$ cat src/logic/mecobo_pkg.sv
/*
 * mecobo shared definitions
 * bus widths, per-pin register map and waveform mode codes
 */
`default_nettype none

package mecobo_pkg;

  // external bus interface
  localparam int ADDR_W = 21;
  localparam int DATA_W = 16;

  typedef logic [ADDR_W-1:0] addr_t;
  typedef logic [DATA_W-1:0] data_t;

  // pin blocks start here, one block of PIN_STRIDE words per pin
  localparam addr_t PIN_BASE   = 21'h32;
  localparam int    PIN_STRIDE = 6;

  // word offsets inside one pin block
  localparam logic [2:0] REG_MODE   = 3'd0;
  localparam logic [2:0] REG_PERIOD = 3'd1; // in ticks
  localparam logic [2:0] REG_DUTY   = 3'd2; // pwm high count
  localparam logic [2:0] REG_PHASE  = 3'd3; // counter start value
  localparam logic [2:0] REG_TICK   = 3'd4; // read only
  localparam logic [2:0] REG_LAST   = 3'd5;

  // waveform modes, anything else drives the pin low
  localparam data_t MODE_OFF    = 16'd0;
  localparam data_t MODE_SQUARE = 16'd1;
  localparam data_t MODE_PWM    = 16'd4;

endpackage

`default_nettype wire

$ cat src/logic/ebi_bus_fsm.sv
/*
 * ebi bus controller
 * turns the host's chip select and strobe levels into one-cycle strobes,
 * merges the pin read words into the registered read data
 */
`timescale 1ns/10ps
`default_nettype none

module ebi_bus_fsm
  import mecobo_pkg::*;
#(
  parameter int NUM_PINS = 8
) (
  input  wire logic                       sys_clk,
  input  wire logic                       reset,
  input  wire logic                       ebi_cs_n,
  input  wire logic                       ebi_wr_n,
  input  wire logic                       ebi_rd_n,
  input  wire addr_t                      ebi_addr,
  input  wire data_t                      ebi_wr_data,
  input  wire logic [NUM_PINS*DATA_W-1:0] pin_rd_words,
  output logic                            wr_stb,
  output logic                            rd_stb,
  output addr_t                           bus_addr,
  output data_t                           bus_data,
  output data_t                           ebi_rd_data,
  output logic                            ebi_rd_valid
);

  typedef enum logic [1:0] {
    S_IDLE,
    S_WRITE,
    S_READ,
    S_RELEASE
  } state_t;

  state_t state;
  logic   access_start;
  logic   access_done;
  data_t  rd_merge;

  // host started an access, write wins if both strobes are low
  assign access_start = !ebi_cs_n && (!ebi_wr_n || !ebi_rd_n);
  assign access_done  = ebi_cs_n && ebi_wr_n && ebi_rd_n;

  // unaddressed pins return zero, so a plain or is enough
  always_comb begin
    rd_merge = '0;
    for (int i = 0; i < NUM_PINS; i++) begin
      rd_merge = rd_merge | pin_rd_words[i*DATA_W +: DATA_W];
    end
  end

  always_ff @(posedge sys_clk) begin
    if (reset) begin
      state        <= S_IDLE;
      wr_stb       <= 1'b0;
      rd_stb       <= 1'b0;
      ebi_rd_valid <= 1'b0;
    end else begin
      wr_stb       <= 1'b0;
      rd_stb       <= 1'b0;
      ebi_rd_valid <= 1'b0;
      case (state)
        S_IDLE: begin
          if (access_start && !ebi_wr_n) begin
            wr_stb <= 1'b1;
            state  <= S_WRITE;
          end else if (access_start) begin
            rd_stb <= 1'b1;
            state  <= S_READ;
          end
        end
        S_WRITE: state <= S_RELEASE; // pins stored the word on this edge
        S_READ: begin
          if (!rd_stb) begin // pin words registered one edge ago
            ebi_rd_valid <= 1'b1;
            state        <= S_RELEASE;
          end
        end
        S_RELEASE: begin
          // hold off until the host ends the access
          if (access_done) begin
            state <= S_IDLE;
          end
        end
        default: state <= S_IDLE;
      endcase
    end
  end

  // address, write data and read data
  always_ff @(posedge sys_clk) begin
    if (state == S_IDLE && access_start) begin
      bus_addr <= ebi_addr;
      bus_data <= ebi_wr_data;
    end
    if (state == S_READ && !rd_stb) begin
      ebi_rd_data <= rd_merge;
    end
  end

endmodule

`default_nettype wire

$ cat src/logic/tick_timer.sv
/*
 * waveform tick prescaler and board status
 * one-cycle tick every TICK_DIV clocks, heartbeat on the leds, fpga_ready
 */
`timescale 1ns/10ps
`default_nettype none

module tick_timer #(
  parameter int TICK_DIV = 100,
  parameter int HB_W     = 24
) (
  input  wire logic       sys_clk,
  input  wire logic       reset,
  output logic            tick,
  output logic [3:0]      led,
  output logic            fpga_ready
);

  localparam int CNT_W = (TICK_DIV > 1) ? $clog2(TICK_DIV) : 1;

  logic [CNT_W-1:0] div_cnt;
  logic [HB_W-1:0]  hb_cnt;

  always_ff @(posedge sys_clk) begin
    if (reset) begin
      div_cnt <= CNT_W'(TICK_DIV - 1);
      tick    <= 1'b0;
    end else if (div_cnt == '0) begin
      div_cnt <= CNT_W'(TICK_DIV - 1); // reload and fire
      tick    <= 1'b1;
    end else begin
      div_cnt <= div_cnt - 1'b1;
      tick    <= 1'b0;
    end
  end

  // free running heartbeat
  always_ff @(posedge sys_clk) begin
    if (reset) begin
      hb_cnt     <= '0;
      fpga_ready <= 1'b0;
    end else begin
      hb_cnt     <= hb_cnt + 1'b1;
      fpga_ready <= 1'b1; // up on first edge out of reset
    end
  end

  assign led = hb_cnt[HB_W-1 -: 4];

endmodule

`default_nettype wire

$ cat src/logic/pin_regs.sv
/*
 * configuration words of one output pin
 * decodes its address block, stores host writes and returns read words
 */
`timescale 1ns/10ps
`default_nettype none

module pin_regs
  import mecobo_pkg::*;
#(
  parameter int POSITION = 0
) (
  input  wire logic  sys_clk,
  input  wire logic  reset,
  input  wire logic  wr_stb,
  input  wire logic  rd_stb,
  input  wire addr_t bus_addr,
  input  wire data_t bus_data,
  input  wire data_t cur_tick,
  output data_t      rd_word,
  output data_t      mode,
  output data_t      period,
  output data_t      duty,
  output data_t      phase,
  output logic       cfg_load
);

  localparam addr_t BLK_BASE = PIN_BASE + addr_t'(POSITION * PIN_STRIDE);

  addr_t      rel_addr;
  logic       hit;
  logic [2:0] offset;
  data_t      last_word;
  data_t      rd_sel;

  // below the base wraps to a large value and misses too
  assign rel_addr = bus_addr - BLK_BASE;
  assign hit      = rel_addr < addr_t'(PIN_STRIDE);
  assign offset   = rel_addr[2:0];

  always_ff @(posedge sys_clk) begin
    if (reset) begin
      mode      <= '0;
      period    <= '0;
      duty      <= '0;
      phase     <= '0;
      last_word <= '0;
      cfg_load  <= 1'b0;
    end else begin
      cfg_load <= 1'b0;
      if (wr_stb && hit) begin
        case (offset)
          REG_MODE: begin
            mode      <= bus_data;
            last_word <= bus_data;
            cfg_load  <= 1'b1;
          end
          REG_PERIOD: begin
            period    <= bus_data;
            last_word <= bus_data;
            cfg_load  <= 1'b1;
          end
          REG_DUTY: begin
            duty      <= bus_data; // no counter reload for duty
            last_word <= bus_data;
          end
          REG_PHASE: begin
            phase     <= bus_data;
            last_word <= bus_data;
            cfg_load  <= 1'b1;
          end
          REG_LAST: last_word <= bus_data;
          default: ; // tick word is read only
        endcase
      end
    end
  end

  always_comb begin
    case (offset)
      REG_MODE:   rd_sel = mode;
      REG_PERIOD: rd_sel = period;
      REG_DUTY:   rd_sel = duty;
      REG_PHASE:  rd_sel = phase;
      REG_TICK:   rd_sel = cur_tick;
      REG_LAST:   rd_sel = last_word;
      default:    rd_sel = '0;
    endcase
  end

  // zero unless this pin was read, so the bus side can or all pins
  always_ff @(posedge sys_clk) begin
    if (reset) begin
      rd_word <= '0;
    end else begin
      rd_word <= (rd_stb && hit) ? rd_sel : '0;
    end
  end

endmodule

`default_nettype wire

$ cat src/logic/wave_gen.sv
/*
 * waveform generator of one pin
 * tick counter with phase load, square or pwm level derived from it
 */
`timescale 1ns/10ps
`default_nettype none

module wave_gen
  import mecobo_pkg::*;
(
  input  wire logic  sys_clk,
  input  wire logic  reset,
  input  wire logic  tick,
  input  wire logic  cfg_load,
  input  wire data_t mode,
  input  wire data_t period,
  input  wire data_t duty,
  input  wire data_t phase,
  output data_t      cur_tick,
  output logic       pin
);

  data_t cnt;
  data_t half_period;
  logic  period_zero;

  assign period_zero = (period == '0);
  assign half_period = period >> 1; // rounded down

  always_ff @(posedge sys_clk) begin
    if (reset) begin
      cnt <= '0;
    end else if (period_zero) begin
      cnt <= '0; // stalled
    end else if (cfg_load) begin
      // out of range phase starts from zero
      cnt <= (phase < period) ? phase : '0;
    end else if (tick) begin
      if (cnt >= period - 1'b1) begin
        cnt <= '0;
      end else begin
        cnt <= cnt + 1'b1;
      end
    end
  end

  assign cur_tick = cnt;

  always_comb begin
    case (mode)
      MODE_SQUARE: pin = (cnt < half_period);
      MODE_PWM:    pin = (cnt < duty);
      MODE_OFF:    pin = 1'b0;
      default:     pin = 1'b0; // unsupported shapes stay low
    endcase
  end

endmodule

`default_nettype wire

$ cat src/logic/mecobo_core.sv
/*
 * mecobo board-control core
 * ebi bus controller, tick timer and one register bank plus waveform per pin
 */
`timescale 1ns/10ps
`default_nettype none

module mecobo_core
  import mecobo_pkg::*;
#(
  parameter int NUM_PINS = 8,
  parameter int TICK_DIV = 100,
  parameter int HB_W     = 24
) (
  input  wire logic                sys_clk,
  input  wire logic                reset,
  input  wire logic                ebi_cs_n,
  input  wire logic                ebi_wr_n,
  input  wire logic                ebi_rd_n,
  input  wire addr_t               ebi_addr,
  input  wire data_t               ebi_wr_data,
  output data_t                    ebi_rd_data,
  output logic                     ebi_rd_valid,
  output logic [NUM_PINS-1:0]      pins,
  output logic [3:0]               led,
  output logic                     fpga_ready
);

  logic                       wr_stb;
  logic                       rd_stb;
  addr_t                      bus_addr;
  data_t                      bus_data;
  logic [NUM_PINS*DATA_W-1:0] pin_rd_words;
  logic                       tick;

  ebi_bus_fsm #(
    .NUM_PINS(NUM_PINS)
  ) u_bus (
    .sys_clk      (sys_clk),
    .reset        (reset),
    .ebi_cs_n     (ebi_cs_n),
    .ebi_wr_n     (ebi_wr_n),
    .ebi_rd_n     (ebi_rd_n),
    .ebi_addr     (ebi_addr),
    .ebi_wr_data  (ebi_wr_data),
    .pin_rd_words (pin_rd_words),
    .wr_stb       (wr_stb),
    .rd_stb       (rd_stb),
    .bus_addr     (bus_addr),
    .bus_data     (bus_data),
    .ebi_rd_data  (ebi_rd_data),
    .ebi_rd_valid (ebi_rd_valid)
  );

  tick_timer #(
    .TICK_DIV(TICK_DIV),
    .HB_W    (HB_W)
  ) u_timer (
    .sys_clk    (sys_clk),
    .reset      (reset),
    .tick       (tick),
    .led        (led),
    .fpga_ready (fpga_ready)
  );

  for (genvar i = 0; i < NUM_PINS; i++) begin : g_pin
    data_t mode;
    data_t period;
    data_t duty;
    data_t phase;
    data_t cur_tick;
    logic  cfg_load;

    pin_regs #(
      .POSITION(i)
    ) u_regs (
      .sys_clk  (sys_clk),
      .reset    (reset),
      .wr_stb   (wr_stb),
      .rd_stb   (rd_stb),
      .bus_addr (bus_addr),
      .bus_data (bus_data),
      .cur_tick (cur_tick),
      .rd_word  (pin_rd_words[i*DATA_W +: DATA_W]),
      .mode     (mode),
      .period   (period),
      .duty     (duty),
      .phase    (phase),
      .cfg_load (cfg_load)
    );

    wave_gen u_wave (
      .sys_clk  (sys_clk),
      .reset    (reset),
      .tick     (tick),
      .cfg_load (cfg_load),
      .mode     (mode),
      .period   (period),
      .duty     (duty),
      .phase    (phase),
      .cur_tick (cur_tick),
      .pin      (pins[i])
    );
  end

endmodule

`default_nettype wire

$ cat config.mk
export PLATFORM = sky130hd
export DESIGN_NAME = mecobo_core
export DESIGN_NICKNAME = d
export VERILOG_FILES = /design/src/logic/mecobo_pkg.sv /design/src/logic/ebi_bus_fsm.sv /design/src/logic/tick_timer.sv /design/src/logic/pin_regs.sv /design/src/logic/wave_gen.sv /design/src/logic/mecobo_core.sv
export SDC_FILE = /design/constraint.sdc
export NUM_CORES = 2
export LEC_CHECK = 0
export BUFFER_PORTS_ARGS = -buffer_cell sky130_fd_sc_hd__buf_2
export CAP_MARGIN = 40
export CORE_ASPECT_RATIO = 2
export CORE_MARGIN = 2
export CORE_UTILIZATION = 30
export CTS_BUF_LIST = sky130_fd_sc_hd__clkbuf_4
export DETAILED_ROUTE_END_ITERATION = 10
export PLACE_DENSITY = 0.5
export SLEW_MARGIN = 0
export SYNTH_ARGS = -nofsm -noshare
export SYNTH_HDL_FRONTEND = slang
export SYNTH_HIERARCHICAL = 1
export SYNTH_SLANG_ARGS = --single-unit
$ cat constraint.sdc
create_clock -name sys_clk -period 5.4 [get_ports sys_clk]
set_input_delay 0 -clock sys_clk [delete_from_list [all_inputs] [get_ports sys_clk]]
set_output_delay 0 -clock sys_clk [all_outputs]
set_load 0.02 [all_outputs]
==> impl_metrics.json <==
{
  "status": "completed",
  "cp-endpoint": "g_pin[6].u_wave/cur_tick[13]",
  "worst-path-stages": 13,
  "final_common_cell": "dfxtp_1",
  "rsz0062_at_grt": "no",
  "syn2layout_area_growth_pct": 12.2,
  "path_cells": "nor3_1 > nor4b_1 > buf_4 > nand4_1 > nor3_1 > xnor2_1 > ha_1 > and4_1 > a211oi_1 > nand3_1 > or3_1 > nor4_1 > a221o_1",
  "crit_family": "simple AND/OR/NAND/NOR gates",
  "grt_use_met2": 0.427,
  "first_pass_iters": 6,
  "timing.rr.start": "g_pin[6].u_regs/period[0]",
  "pin_count": 72,
  "synth_area_per_cell_um2": 9.26,
  "num-nets-final": 7578,
  "ys_types": 127,
  "cp_max_fo": 11,
  "finalHoldViolations": 0,
  "crit_path_start": "g_pin[6].u_regs/period[0]",
  "fin_crit_ns": 4.57,
  "powerDensity_nw_per_um2": 234,
  "cts-buffers-inserted": 267,
  "rows": 237,
  "placed_cell_area_um2": 66300,
  "synth_top_area_frac": 0.301,
  "synth_edf_count": 53,
  "dp.cells": 9418,
  "cpMostUsedCell": "nor3_1",
  "final_layout_size_suffix_gt1_frac": 0.132,
  "setup_viol": 0,
  "die_area_um2": 213000,
  "r2r-end": "g_pin[6].u_wave/cur_tick[13]",
  "syn_nets": 7317,
  "r2r_cells": 13,
  "drt-total-wl_um": 250000,
  "place_congestion": 0.930,
  "grt_util_met1": 0.221,
  "slowest_delay_ns": 0.60,
  "grt_max_degree": 141,
  "synth_async_sr_flop_share": 0,
  "tightest_slew_ns": 0.999,
  "synth-seq-area-share": 0.327,
  "die_w_um": 327,
  "synthFlopType": "dfxtp_1",
  "yosysTopAreaCell": "dfxtp_1",
  "cts-htree-levels": 5,
  "port_buffers": 71,
  "dp_hpwl_um": 188000,
  "fin_cells": 9954,
  "critPathLaunchType": "register",
  "path_clk_slew_ns": 0.06,
  "post-route-period-util": 0.847,
  "cpMaxStageDelayCell": "nor3_1",
  "postCtsSetupBuffers": 0,
  "slew_headroom": 0.328,
  "drv_cap": 0,
  "grt_pass1_vias": 56400,
  "fin_area_um2": 70300,
  "critPathBufInv": 1,
  "routedWlPerCell_um": 25.1,
  "ant_nets": 0,
  "layout_common_cells": "dfxtp_1, nand2b_1, mux2i_1",
  "slew_violations": 0,
  "max_freq_mhz": 219,
  "dieHeight_um": 650,
  "hold_depth": 4,
  "rrSetupSlack_ns": 0.83,
  "hp-class": "in2reg",
  "clock_path_buffers": 4,
  "dr.first_iter.drc_count": 3658,
  "ir_drop_uv": 131,
  "ctsResizeCount": 0,
  "worstSetupPathType": "reg2reg",
  "crit_path_end_kind": "register",
  "cts.sinks": 995,
  "leakagePower_nw": 29.7,
  "yosysWarnings": 6,
  "grt_overflow_total": 0,
  "start_util": 0.301,
  "grt_busiest_layer": "met2",
  "grt_pass1_wl_um": 367000,
  "antenna_found_initial": 6,
  "synth.top_cells.by_area": "dfxtp_1, ha_1, mux2i_1, nand2b_1, a22oi_1",
  "cts_tree": "built",
  "ys_ff_latch": 995,
  "syn_area_um2": 62600,
  "viasPerCell": 5.56,
  "drc_errors": 0,
  "cts-root-buf": "clkbuf_4",
  "core_um2": 208000,
  "crit_arrival_ns": 5.62,
  "tns_ns": 0,
  "num_vias": 55400,
  "clock_latency_ns": 1.17,
  "synth_cells": 6762,
  "met3_usage": 0.0312,
  "fin_skew_ns": 0.108,
  "track_usage": 0.227,
  "cp.required_ns": 6.44
}
-- tightest hold or removal path, cell delays in order --
cell and delay (ns):
dlygate4sd3_1 0.56, buf_8 0.22, nand2b_1 0.24, mux2i_1 0.11
-- cell families after synthesis --
logic type,after synthesis,share of synthesized area
mux,649,0.106
compound gates,1431,0.171
flops,995,0.327
xor+xnor,138,0.0193
buf+inv,651,0.0480
fa+ha+maj,513,0.103
simple gates,2385,0.227
-- final cells by class --
cell class / count / area (um2)
Antenna cell: 6 / 15.0
Timing Repair Buffer: 316 / 2710
Clock inverter: 82 / 404
Tap cell: 2748 / 3440
Multi-Input combinational cell: 5116 / 39300
Clock buffer: 364 / 2730
Inverter: 327 / 1230
Fill cell: 21500 / 138000
Sequential cell: 995 / 20500
-- worst min path at each step --
stage / start / end / slack (ns)
CTS: ebi_wr_data[7] / u_bus/bus_data[7] / 0.02
global route: ebi_wr_data[5] / u_bus/bus_data[5] / 0.09
finish: reset / g_pin[7].u_regs/duty[0] / 0.13
global placement: ebi_wr_data[7] / u_bus/bus_data[7] / 0.18
detailed placement: ebi_wr_data[2] / u_bus/bus_data[2] / 0.18
floorplan: ebi_wr_n / u_bus/wr_stb / 0.08
-- cell usage after synthesis (all sizes together), types with 51 or more instances --
cell type / count
dfxtp: 942
nand2b: 658
mux2i: 610
ha: 513
nand2: 330
inv: 323
o21ai: 295
nor2: 291
a22oi: 249
a21oi: 217
clkbuf: 201
nand4: 179
nor4: 176
nand3: 145
buf: 123
xnor2: 122
nor3: 120
a21o: 118
nor2b: 104
a221o: 79
a31oi: 73
a2111oi: 69
and4: 68
or3: 57
edfxtp: 53
and3: 51
-- sequential cells by signal, summed over array words and instances, names as in the netlist --
name,flops
u_bus/bus_addr,21
u_bus/rd_stb,1
g_pin.u_regs/period,128
g_pin.u_regs/mode,128
u_timer/hb_cnt,24
u_bus/ebi_rd_valid,1
g_pin.u_regs/cfg_load,8
u_timer/fpga_ready,1
g_pin.u_regs/last_word,128
u_bus/wr_stb,1
u_bus/ebi_rd_data,16
u_bus/state,2
u_timer/tick,1
g_pin.u_regs/phase,128
u_bus/bus_data,16
g_pin.u_wave/cur_tick,128
g_pin.u_regs/rd_word,128
g_pin.u_regs/duty,128
u_timer/div_cnt,7
-- through the flow --
step           hold WS (ns)  power, W  worst slack (ns)   util
2_1_floorplan        0.0768   0.00889              1.64      -
3_3_place_gp          0.181   0.00982             0.895  0.316
3_5_place_dp          0.179   0.00986             0.856  0.319
4_1_cts              0.0154    0.0167             0.824  0.338
5_1_grt              0.0886    0.0171             0.605  0.338
6_report              0.132    0.0165             0.825  0.338
-- per-layer routing --
metal / share of wire / routed length [um] / vias up
met2: 0.52 / 131000 / 1848
met5: 0.00012 / 31 / -
met4: 0.089 / 22300 / 4
met3: 0.042 / 10400 / 798
met1: 0.35 / 86300 / 26900
li1: - / - / 25800
-- report_power, final --
group          internal, W  leakage, nW  switching, W
clock              0.00322         1.88       0.00346
sequential         0.00751         8.08      0.000121
combinational     0.000605         19.8       0.00153
-- repair_timing --
action	4_1_cts	5_1_grt
hold buffers	83	0
endpoints found under the setup margin	0	0
endpoints found under the hold margin	422	0
Power figures use the tool's default switching activity.
